**config.mk**
```make
export PLATFORM = sky130hd
export DESIGN_NAME = partial_force_acc
export DESIGN_NICKNAME = d
export VERILOG_FILES = /design/src/rtl/force_acc_pkg.sv /design/src/rtl/partial_force_acc.sv /design/src/rtl/force_accumulate_stage.sv /design/src/rtl/force_sample_stage.sv /design/src/rtl/fp32_adder.sv
export SDC_FILE = /design/constraint.sdc
export NUM_CORES = 2
export LEC_CHECK = 0
export ABC_AREA = 1
export BUFFER_PORTS_ARGS = -buffer_cell sky130_fd_sc_hd__buf_2
export CAP_MARGIN = 20
export CORE_MARGIN = 4
export CORE_UTILIZATION = 57
export CTS_BUF_LIST = sky130_fd_sc_hd__clkbuf_4
export DETAILED_ROUTE_END_ITERATION = 16
export PLACE_DENSITY = 0.89
export SKIP_CTS_REPAIR_TIMING = 1
export SYNTH_ARGS = -nofsm -noshare
export SYNTH_HDL_FRONTEND = slang
export SYNTH_SLANG_ARGS = --single-unit
```
**constraint.sdc**
```tcl
create_clock -name clk -period 12.6 [get_ports clk]
set_input_delay 2.52 -clock clk [delete_from_list [all_inputs] [get_ports clk]]
set_output_delay 2.52 -clock clk [all_outputs]
set_load 0.01 [all_outputs]
```
**src/rtl/force_acc_pkg.sv**
```systemverilog
// Force accumulator package with float field constants and shared enums
package force_acc_pkg;

	////////////////////////////////////////////////////////////
	// IEEE-754 single precision layout
	////////////////////////////////////////////////////////////

	// One force component
	localparam int FORCE_WIDTH = 32;

	// Field widths, hidden bit not stored
	localparam int FP_EXP_WIDTH = 8;
	localparam int FP_MAN_WIDTH = 23;

	// Exponent bias, also the largest unbiased normal exponent
	localparam int FP_EXP_BIAS = 127;

	// All-ones exponent, used for saturated infinity
	localparam logic [FP_EXP_WIDTH-1:0] FP_EXP_MAX = '1;

	////////////////////////////////////////////////////////////
	// Pipeline encodings
	////////////////////////////////////////////////////////////

	// Class of a registered sample, sample stage to accumulate stage
	typedef enum logic [1:0]
	{
		OP_IDLE  = 2'd0,	// Nothing to do
		OP_ADD   = 2'd1,	// Same particle, add to sums
		OP_START = 2'd2,	// New particle, emit old and load
		OP_FLUSH = 2'd3		// End of stream, emit old
	} sample_op_t;

	// Accumulator occupancy
	typedef enum logic
	{
		ACC_EMPTY   = 1'b0,
		ACC_HOLDING = 1'b1
	} acc_state_t;

endpackage
```
**src/rtl/partial_force_acc.sv**
```systemverilog
// Per-particle partial force accumulator, sample stage followed by accumulate stage
`timescale 1ns/10ps

module partial_force_acc
#(
	parameter int PARTICLE_ID_WIDTH = 20
)
(
	input  logic clk,
	input  logic rst,
	input  logic in_valid,
	input  logic flush,
	input  logic [PARTICLE_ID_WIDTH-1:0] particle_id,
	input  logic [force_acc_pkg::FORCE_WIDTH-1:0] force_x,
	input  logic [force_acc_pkg::FORCE_WIDTH-1:0] force_y,
	input  logic [force_acc_pkg::FORCE_WIDTH-1:0] force_z,
	output logic acc_valid,
	output logic [PARTICLE_ID_WIDTH-1:0] acc_particle_id,
	output logic [force_acc_pkg::FORCE_WIDTH-1:0] acc_force_x,
	output logic [force_acc_pkg::FORCE_WIDTH-1:0] acc_force_y,
	output logic [force_acc_pkg::FORCE_WIDTH-1:0] acc_force_z
);
	import force_acc_pkg::*;

	// Registered, classified sample
	sample_op_t s_op;
	logic [PARTICLE_ID_WIDTH-1:0] s_particle_id;
	logic [FORCE_WIDTH-1:0] s_force_x;
	logic [FORCE_WIDTH-1:0] s_force_y;
	logic [FORCE_WIDTH-1:0] s_force_z;

	////////////////////////////////////////////////////////////
	// Stage one, register and classify
	////////////////////////////////////////////////////////////

	force_sample_stage
	#(
		.PARTICLE_ID_WIDTH(PARTICLE_ID_WIDTH)
	)
	u_sample
	(
		.clk(clk),
		.rst(rst),
		.in_valid(in_valid),
		.flush(flush),
		.particle_id(particle_id),
		.force_x(force_x),
		.force_y(force_y),
		.force_z(force_z),
		.s_op(s_op),
		.s_particle_id(s_particle_id),
		.s_force_x(s_force_x),
		.s_force_y(s_force_y),
		.s_force_z(s_force_z)
	);

	////////////////////////////////////////////////////////////
	// Stage two, sum and emit
	////////////////////////////////////////////////////////////

	force_accumulate_stage
	#(
		.PARTICLE_ID_WIDTH(PARTICLE_ID_WIDTH)
	)
	u_accumulate
	(
		.clk(clk),
		.rst(rst),
		.s_op(s_op),
		.s_particle_id(s_particle_id),
		.s_force_x(s_force_x),
		.s_force_y(s_force_y),
		.s_force_z(s_force_z),
		.acc_valid(acc_valid),
		.acc_particle_id(acc_particle_id),
		.acc_force_x(acc_force_x),
		.acc_force_y(acc_force_y),
		.acc_force_z(acc_force_z)
	);

endmodule

```
**src/rtl/force_accumulate_stage.sv**
```systemverilog
// Accumulate stage, keeps running x/y/z sums per particle and emits finished particles
`timescale 1ns/10ps

module force_accumulate_stage
#(
	parameter int PARTICLE_ID_WIDTH = 20
)
(
	input  logic clk,
	input  logic rst,
	input  force_acc_pkg::sample_op_t s_op,
	input  logic [PARTICLE_ID_WIDTH-1:0] s_particle_id,
	input  logic [force_acc_pkg::FORCE_WIDTH-1:0] s_force_x,
	input  logic [force_acc_pkg::FORCE_WIDTH-1:0] s_force_y,
	input  logic [force_acc_pkg::FORCE_WIDTH-1:0] s_force_z,
	output logic acc_valid,
	output logic [PARTICLE_ID_WIDTH-1:0] acc_particle_id,
	output logic [force_acc_pkg::FORCE_WIDTH-1:0] acc_force_x,
	output logic [force_acc_pkg::FORCE_WIDTH-1:0] acc_force_y,
	output logic [force_acc_pkg::FORCE_WIDTH-1:0] acc_force_z
);
	import force_acc_pkg::*;

	acc_state_t state;

	// Particle currently being summed
	logic [PARTICLE_ID_WIDTH-1:0] cur_id;
	logic [FORCE_WIDTH-1:0] sum_x;
	logic [FORCE_WIDTH-1:0] sum_y;
	logic [FORCE_WIDTH-1:0] sum_z;

	// Adder results, sum plus incoming component
	logic [FORCE_WIDTH-1:0] add_x;
	logic [FORCE_WIDTH-1:0] add_y;
	logic [FORCE_WIDTH-1:0] add_z;

	// Held particle leaves on a boundary op
	logic emit;

	assign emit = ((s_op == OP_START) || (s_op == OP_FLUSH)) && (state == ACC_HOLDING);

	////////////////////////////////////////////////////////////
	// One adder per axis
	////////////////////////////////////////////////////////////

	fp32_adder u_add_x
	(
		.a(sum_x),
		.b(s_force_x),
		.sum(add_x)
	);

	fp32_adder u_add_y
	(
		.a(sum_y),
		.b(s_force_y),
		.sum(add_y)
	);

	fp32_adder u_add_z
	(
		.a(sum_z),
		.b(s_force_z),
		.sum(add_z)
	);

	////////////////////////////////////////////////////////////
	// Control
	////////////////////////////////////////////////////////////

	always_ff @(posedge clk)
	begin
		if (rst)
		begin
			state <= ACC_EMPTY;
			acc_valid <= 1'b0;
		end
		else
		begin
			acc_valid <= emit;	// Single-cycle pulse per emission
			if (s_op == OP_START)
				state <= ACC_HOLDING;
			else if (s_op == OP_FLUSH)
				state <= ACC_EMPTY;
		end
	end

	////////////////////////////////////////////////////////////
	// Sums and output registers
	////////////////////////////////////////////////////////////

	always_ff @(posedge clk)
	begin
		// Snapshot before the new particle overwrites the sums
		if (emit)
		begin
			acc_particle_id <= cur_id;
			acc_force_x <= sum_x;
			acc_force_y <= sum_y;
			acc_force_z <= sum_z;
		end
		case (s_op)
			OP_START:
			begin
				cur_id <= s_particle_id;
				sum_x <= s_force_x;
				sum_y <= s_force_y;
				sum_z <= s_force_z;
			end
			OP_ADD:
			begin
				sum_x <= add_x;
				sum_y <= add_y;
				sum_z <= add_z;
			end
			default:
			begin
				// Idle and flush leave sums alone
			end
		endcase
	end

	// Sample stage never sends an add without a start first
	a_no_add_when_empty: assert property (@(posedge clk) disable iff (rst)
		(s_op == OP_ADD) |-> (state == ACC_HOLDING));

	// Pulse drops unless another boundary follows at once
	a_valid_one_cycle: assert property (@(posedge clk) disable iff (rst)
		(acc_valid && !(s_op inside {OP_START, OP_FLUSH})) |=> !acc_valid);

endmodule

```
**src/rtl/force_sample_stage.sv**
```systemverilog
// Sample stage, registers each force sample and classifies it against the last particle ID
`timescale 1ns/10ps

module force_sample_stage
#(
	parameter int PARTICLE_ID_WIDTH = 20
)
(
	input  logic clk,
	input  logic rst,
	input  logic in_valid,
	input  logic flush,
	input  logic [PARTICLE_ID_WIDTH-1:0] particle_id,
	input  logic [force_acc_pkg::FORCE_WIDTH-1:0] force_x,
	input  logic [force_acc_pkg::FORCE_WIDTH-1:0] force_y,
	input  logic [force_acc_pkg::FORCE_WIDTH-1:0] force_z,
	output force_acc_pkg::sample_op_t s_op,
	output logic [PARTICLE_ID_WIDTH-1:0] s_particle_id,
	output logic [force_acc_pkg::FORCE_WIDTH-1:0] s_force_x,
	output logic [force_acc_pkg::FORCE_WIDTH-1:0] s_force_y,
	output logic [force_acc_pkg::FORCE_WIDTH-1:0] s_force_z
);
	import force_acc_pkg::*;

	// Last valid ID and whether it is meaningful
	logic [PARTICLE_ID_WIDTH-1:0] last_id;
	logic id_known;
	sample_op_t next_op;

	// Classification, the only ID compare in the design
	always_comb
	begin
		if (flush)
			next_op = OP_FLUSH;
		else if (!in_valid)
			next_op = OP_IDLE;	// Gap cycle, ID ignored
		else if (id_known && (particle_id == last_id))
			next_op = OP_ADD;
		else
			next_op = OP_START;
	end

	// Control state
	always_ff @(posedge clk)
	begin
		if (rst)
		begin
			s_op <= OP_IDLE;
			id_known <= 1'b0;
		end
		else
		begin
			s_op <= next_op;
			if (flush)
				id_known <= 1'b0;	// Next valid sample starts fresh
			else if (in_valid)
				id_known <= 1'b1;
		end
	end

	// Payload, meaningful only alongside s_op
	always_ff @(posedge clk)
	begin
		if (in_valid && !flush)
			last_id <= particle_id;
		s_particle_id <= particle_id;
		s_force_x <= force_x;
		s_force_y <= force_y;
		s_force_z <= force_z;
	end

	// Upstream contract, flush only between runs
	a_flush_not_valid: assert property (@(posedge clk) disable iff (rst)
		!(flush && in_valid));

endmodule

```
**src/rtl/fp32_adder.sv**
```systemverilog
// Combinational single-precision adder with round to nearest even, denormal flush and saturation
`timescale 1ns/10ps

module fp32_adder
(
	input  logic [force_acc_pkg::FORCE_WIDTH-1:0] a,
	input  logic [force_acc_pkg::FORCE_WIDTH-1:0] b,
	output logic [force_acc_pkg::FORCE_WIDTH-1:0] sum
);
	import force_acc_pkg::*;

	// Hidden bit, mantissa, guard, round, sticky
	localparam int EXT_WIDTH = FP_MAN_WIDTH + 4;
	localparam int SIGN_BIT = FORCE_WIDTH - 1;

	// Unbiased exponent limits of the normal range
	localparam logic signed [9:0] EXP_HI = 10'(FP_EXP_BIAS);
	localparam logic signed [9:0] EXP_LO = 10'(1 - FP_EXP_BIAS);

	// Leading zero count of the raw magnitude
	// All zero gives the full width
	function automatic logic [4:0] lead_zeros(input logic [EXT_WIDTH:0] v);
		logic [4:0] cnt;
		logic found;
		cnt = 5'(EXT_WIDTH + 1);
		found = 1'b0;
		for (int i = EXT_WIDTH; i >= 0; i--)
		begin
			if (!found && v[i])
			begin
				cnt = 5'(EXT_WIDTH - i);
				found = 1'b1;
			end
		end
		return cnt;
	endfunction

	logic a_zero;
	logic b_zero;
	logic [EXT_WIDTH-1:0] a_ext;
	logic [EXT_WIDTH-1:0] b_ext;
	logic a_larger;
	logic big_sign;
	logic small_sign;
	logic [FP_EXP_WIDTH-1:0] big_exp;
	logic [FP_EXP_WIDTH-1:0] small_exp;
	logic [EXT_WIDTH-1:0] big_ext;
	logic [EXT_WIDTH-1:0] small_ext;
	logic [FP_EXP_WIDTH-1:0] exp_diff;
	logic [4:0] shamt;
	logic [2*EXT_WIDTH-1:0] shift_wide;
	logic [EXT_WIDTH-1:0] small_aligned;
	logic [EXT_WIDTH:0] mag_sum;
	logic [4:0] lz;
	logic [EXT_WIDTH:0] norm;
	logic guard_bit;
	logic sticky_bit;
	logic round_up;
	logic [FP_MAN_WIDTH+1:0] man_round;
	logic [FP_MAN_WIDTH-1:0] man_field;
	logic signed [9:0] exp_unb;
	logic [FP_EXP_WIDTH-1:0] exp_field;

	////////////////////////////////////////////////////////////
	// Unpack and order by magnitude
	////////////////////////////////////////////////////////////

	// Zero and denormal both count as zero
	assign a_zero = (a[FP_MAN_WIDTH +: FP_EXP_WIDTH] == '0);
	assign b_zero = (b[FP_MAN_WIDTH +: FP_EXP_WIDTH] == '0);

	assign a_ext = a_zero ? '0 : {1'b1, a[FP_MAN_WIDTH-1:0], 3'b000};
	assign b_ext = b_zero ? '0 : {1'b1, b[FP_MAN_WIDTH-1:0], 3'b000};

	// Exponent and mantissa compare as one unsigned field
	assign a_larger = (a[SIGN_BIT-1:0] >= b[SIGN_BIT-1:0]);

	assign big_sign   = a_larger ? a[SIGN_BIT] : b[SIGN_BIT];
	assign small_sign = a_larger ? b[SIGN_BIT] : a[SIGN_BIT];
	assign big_exp    = a_larger ? a[FP_MAN_WIDTH +: FP_EXP_WIDTH] :
		b[FP_MAN_WIDTH +: FP_EXP_WIDTH];
	assign small_exp  = a_larger ? b[FP_MAN_WIDTH +: FP_EXP_WIDTH] :
		a[FP_MAN_WIDTH +: FP_EXP_WIDTH];
	assign big_ext    = a_larger ? a_ext : b_ext;
	assign small_ext  = a_larger ? b_ext : a_ext;

	////////////////////////////////////////////////////////////
	// Align the smaller operand
	////////////////////////////////////////////////////////////

	assign exp_diff = big_exp - small_exp;

	// Past the extended width everything lands in sticky
	assign shamt = (exp_diff > FP_EXP_WIDTH'(EXT_WIDTH)) ? 5'(EXT_WIDTH) : exp_diff[4:0];

	assign shift_wide = {small_ext, {EXT_WIDTH{1'b0}}} >> shamt;

	// Shifted-out bits fold into the sticky position
	assign small_aligned = {shift_wide[2*EXT_WIDTH-1:EXT_WIDTH+1],
		shift_wide[EXT_WIDTH] | (|shift_wide[EXT_WIDTH-1:0])};

	// Effective add or subtract
	// Big magnitude is never below small
	assign mag_sum = (big_sign == small_sign) ?
		({1'b0, big_ext} + {1'b0, small_aligned}) :
		({1'b0, big_ext} - {1'b0, small_aligned});

	////////////////////////////////////////////////////////////
	// Normalise and round
	////////////////////////////////////////////////////////////

	assign lz   = lead_zeros(mag_sum);
	assign norm = mag_sum << lz;

	// Hidden bit on top followed by mantissa, guard and sticky
	assign guard_bit  = norm[3];
	assign sticky_bit = |norm[2:0];
	assign round_up   = guard_bit & (sticky_bit | norm[4]);

	assign man_round = {1'b0, norm[EXT_WIDTH:4]} + (FP_MAN_WIDTH+2)'(round_up);

	// A rounding carry leaves the low mantissa bits all zero
	assign man_field = man_round[FP_MAN_WIDTH-1:0];

	// Top of the 28-bit sum sits one above the big operand's weight
	assign exp_unb = 10'(big_exp) - 10'(FP_EXP_BIAS) + 10'd1 - 10'(lz) +
		10'(man_round[FP_MAN_WIDTH+1]);

	assign exp_field = FP_EXP_WIDTH'(exp_unb + 10'(FP_EXP_BIAS));

	////////////////////////////////////////////////////////////
	// Repack
	////////////////////////////////////////////////////////////

	always_comb
	begin
		if (mag_sum == '0)
			sum = '0;	// Exact cancellation or zero operands give +0
		else if (exp_unb > EXP_HI)
			sum = {big_sign, FP_EXP_MAX, {FP_MAN_WIDTH{1'b0}}};
		else if (exp_unb < EXP_LO)
			sum = {big_sign, {(FORCE_WIDTH-1){1'b0}}};	// Below normal range
		else
			sum = {big_sign, exp_field, man_field};
	end

endmodule

```
==> results of run 1 <==
## synth_stat cells (10+ instances only)
library cell	n
o21ai_0	233
a21oi_1	199
xnor2_1	46
buf_2	57
nand3_1	1021
o21ai_1	27
nor3_1	61
inv_2	29
dfxtp_1	121
nor2_4	13
buf_6	17
ha_1	222
nor4_1	19
o22ai_1	120
nand2_1	1596
xor2_1	149
nor2_2	33
nand2_2	27
or2_2	10
a31oi_1	11
nor2_1	449
nand3b_1	12
nand4_1	135
o21bai_1	12
clkbuf_1	97
edfxtp_1	252
buf_4	34
o211ai_1	14
clkinv_1	11
inv_1	734
nand3_2	22
## kinds of logic after synthesis
kind of cell,Yosys count
AND/OR/NAND/NOR,3436
buffers and inverters,992
AO/OA/AOI/OAI,695
flip-flops,373
adder cells (fa/ha/maj),231
XOR/XNOR,196
## per-stage QoR
stage,instance area [um2],setup TNS [ns],util
after CTS,49700,-146.28,0.753
after detailed placement,48200,-103.07,0.731
after global placement,48200,-31.96,0.731
after floorplan,38200,-0.00466,-
## layer usage
layer | GRT usage | overflow
met1 | 0.824 | 64
met5 | 0.591 | 14
met2 | 0.978 | 1232
met4 | 0.866 | 562
met3 | 0.746 | 101
==> reports/summary.txt, run 1 <==
Sequential-to-total area share from yosys stat -> 0.262
Post-Synth XOR/XNOR Area -> 0.0453
IO buf count -> 236
Yosys reg bits -> 373
I/O Pins -> 237
Fail Step -> global routing
Largest net degree at the start of global routing -> 99
Placed Instances -> 7,952
Worst ep type -> register data pin
Syn_nets -> 6,274
Number of synthesized flops with an enable pin -> 252
Async SR Flop Fraction -> 0
Synth Flop Type -> edfxtp_1
CTS Buf Count -> 100
Syn_area_per_cell -> 6.43 um2
DP HPWL -> 117,000 um
Pre-CTS setup slack -> -1.63 ns
GPL Wtd Cong -> 1.13
Synth Area in Compound Gates -> 0.104
Initial core utilization -> 0.577
Mux share of post-synthesis cell area -> 0
Die width -> 267 um
Synth warn -> 0
Core Rows -> 94
Mapped Area -> 38,100 um2
Library cells used by synthesis -> 70
Main combinational cell family by area after synthesis -> simple AND/OR/NAND/NOR gates
Worst setup endpoint GRT -> u_accumulate.sum_z[11]$_DFFE_PP_/D
Simple-Gate Fraction of Synth Area -> 0.404
Area contributors post-synth -> edfxtp_1, nand2_1, nand3_1
Area leader, netlist -> edfxtp_1
H-tree lvl count -> 3
GRT Overall Usage -> 0.850
Clk sinks -> 373
Die Ht -> 267 um
Root Driver -> clkbuf_4
Clock Path Buffers -> 3
Outcome -> stopped before the end
Yosys top cell area share -> 0.199
Post-synthesis adder-cell area fraction -> 0.0776
Syn Inst Count -> 5,923
Global route total overflow -> 1,973
Stop Error -> [ERROR GRT-0232] Routing congestion too high. Check the congestion heatmap in the GUI.
==> inputs of run 2 (changes only) <==
--- a/config.mk
+++ b/config.mk
@@ -9,10 +9,9 @@
 export BUFFER_PORTS_ARGS = -buffer_cell sky130_fd_sc_hd__buf_2
 export CAP_MARGIN = 20
 export CORE_MARGIN = 4
-export CORE_UTILIZATION = 57
-export CTS_BUF_LIST = sky130_fd_sc_hd__clkbuf_4
+export CORE_UTILIZATION = 40
 export DETAILED_ROUTE_END_ITERATION = 16
-export PLACE_DENSITY = 0.89
+export PLACE_DENSITY_LB_ADDON = 0.15
 export SKIP_CTS_REPAIR_TIMING = 1
 export SYNTH_ARGS = -nofsm -noshare
 export SYNTH_HDL_FRONTEND = slang
==> constraint.sdc (replaced) <==
create_clock -name clk -period 16.4 [get_ports clk]
set_input_delay 3.28 -clock clk [delete_from_list [all_inputs] [get_ports clk]]
set_output_delay 3.28 -clock clk [all_outputs]
set_load 0.01 [all_outputs]
==> run 2 against run 1 <==
The flow now finishes without violations. Synthesized area unchanged. Synthesized cell count unchanged.
==> reports/summary.txt, run 2 <==
Area grow syn2layout -> 13.4%
Multi-input logic area -> 24,400 um2
Worst-path fanout max -> 26
Worst Hold Class -> reg -> reg
Yosys reg bits -> 373 (unchanged)
CTS Buf Count -> 45 (was 100)
Crit path launch type -> flop
Reg-to-Reg Start -> u_accumulate.sum_z[14]
Worst setup path startpoint -> u_accumulate.sum_z[14]
Final period util -> 0.921
Top-count cell post-synth -> nand2_1 (unchanged)
Required @ worst endpoint -> 16.88 ns
Reg clk slew, reported paths -> 0.07 ns
Post-route ant nets -> 0
Synth top cells by count -> nand2_1, nand3_1, inv_1, nor2_1, edfxtp_1 (unchanged)
Slowest CP cell -> edfxtp_1
Final setup violation count -> 0
Syn_nets -> 6,274 (unchanged)
Core Footprint -> 93,900 um2
Vias -> 41,000
Sequential-to-total area share from yosys stat -> 0.262 (unchanged)
CP most frequent cell -> nand2_1
Initial core utilization -> 0.406 (was 0.577)
Setup crit end kind -> flop
Hold Vio Cnt, Final -> 0
Initial antenna violation count -> 1
Layout Nets -> 6,527
IO buf count -> 236 (unchanged)
Tightest Pin Transition -> 1.05 ns
Worst-Skew Late Latency -> 0.65 ns
Commonest non-fill, non-tap cell in the layout -> nand2_1
Initial DRT Pass Iterations -> 6
DP HPWL -> 115,000 um (was 117,000 um)
Fin. max-slew vios -> 0
Max cap viols -> 0
Fill count -> 9,982
Root Driver -> clkbuf_16 (was clkbuf_4)
Seq. cell area -> 9990 um2
Die width -> 317 um (was 267 um)
I/O Pins -> 237 (unchanged)
CTS tree -> done
Setup TNS -> 0 ns
Die area -> 100,000 um2
GRT Overall Usage -> 0.278
Final min period -> 15.10 ns
Synth Flop Type -> edfxtp_1 (unchanged)
Vias per cell -> 5.49
Vias in the first global route -> 38,000
Syn Inst Count -> 5,923 (unchanged)
Number of synthesized flops with an enable pin -> 252 (unchanged)
Largest net degree at the start of global routing -> 95
DRC -> 0
Outcome -> finished, final reports clean (was stopped before the end)
Routed length per instance -> 19.4 um
Synth warn -> 0 (unchanged)
Max incr delay on CP -> 0.55 ns
CP delay by family, top -> simple AND/OR/NAND/NOR gates
H-tree lvl count -> 2 (was 3)
Clk sinks -> 373 (unchanged)
Mapped Area -> 38,100 um2 (unchanged)
CP arrival -> 15.58 ns
Max Clock Freq -> 66.2 MHz
Layout cells sized above 1 -> 0.115
Area leader, netlist -> edfxtp_1 (unchanged)
Global route total overflow -> 0
Clock Path Buffers -> 3 (unchanged)
Min-delay src -> u_sample.s_particle_id[16]
GPL Wtd Cong -> 0.981 (was 1.13)
Area contributors post-synth -> edfxtp_1, nand2_1, nand3_1 (unchanged)
Commonest non-fill, non-tap cells in the layout -> nand2_1, nand3_1, inv_1, nor2_1, edfxtp_1
Async SR Flop Fraction -> 0 (unchanged)
Final wirelength -> 145,000 um
Syn_area_per_cell -> 6.43 um2 (unchanged)
First-pass GRT wire length -> 219,000 um
Yosys top cell area share -> 0.199 (unchanged)
Core Rows -> 112 (was 94)
CP Buf/Inv Count -> 14
DR iter-0 viols -> 3,917
WS Path Type -> reg -> reg
Die Ht -> 317 um (was 267 um)
Layout Skew -> 0.0382 ns
Library cells used by synthesis -> 70 (unchanged)
Slew headroom -> 0.298
[run 2: metal layers]
layer | global-route usage | part of all wire | vias up
met4 | 0.106 | 0.043 | 0
met1 | 0.373 | 0.44 | 19000
met2 | 0.464 | 0.46 | 1423
met3 | 0.0239 | 0.057 | 241
li1 | - | - | 20300
met5 | 0 | 0 | -
[run 2: final timing paths]
path                                   to  slack, ns  cells after the start
setup / recovery   u_accumulate.sum_z[11]       1.30                    100
hold / removal    u_accumulate.cur_id[16]       0.40                      0
setup reg to reg   u_accumulate.sum_z[11]       1.30                    100
hold reg to reg   u_accumulate.cur_id[16]       0.40                      0
[run 2: kinds of logic (layout without fill, tap and decap cells)]
kind of cell | after synthesis | in the layout | share of synthesized area
simple gates | 3436 | 3440 | 0.404
buf+inv | 992 | 1278 | 0.107
compound gates | 695 | 695 | 0.104
flops | 373 | 373 | 0.262
fa+ha+maj | 231 | 231 | 0.0776
xor+xnor | 196 | 196 | 0.0453
other cells | 0 | 2 | 0
[run 2: cell type report]
cell class / instances / share of cell area
Inverter: 779 / 0.0682
Sequential cell: 373 / 0.231
Antenna cell: 2 / 0.000116
Clock inverter: 18 / 0.00637
Clock buffer: 66 / 0.0312
Multi-Input combinational cell: 4562 / 0.565
Timing Repair Buffer: 415 / 0.0614
Tap cell: 1254 / 0.0363
[run 2: through the flow]
step	util	instances	cell area (um2)	setup WS [ns]	hold WS, ns
final	0.460	7469	43200	1.30	0.400
after floorplan	-	5923	38100	3.64	0.386
after detailed placement	0.437	7359	41000	0.477	0.389
after CTS	0.454	7443	42600	0.439	0.401
after global placement	0.437	7359	41000	0.823	0.386
after global routing	0.460	7468	43200	-0.0311	0.400
Power of run 2 is not shown: default switching activity piles up to over one toggle a cycle in this logic, so the estimate is an artifact.
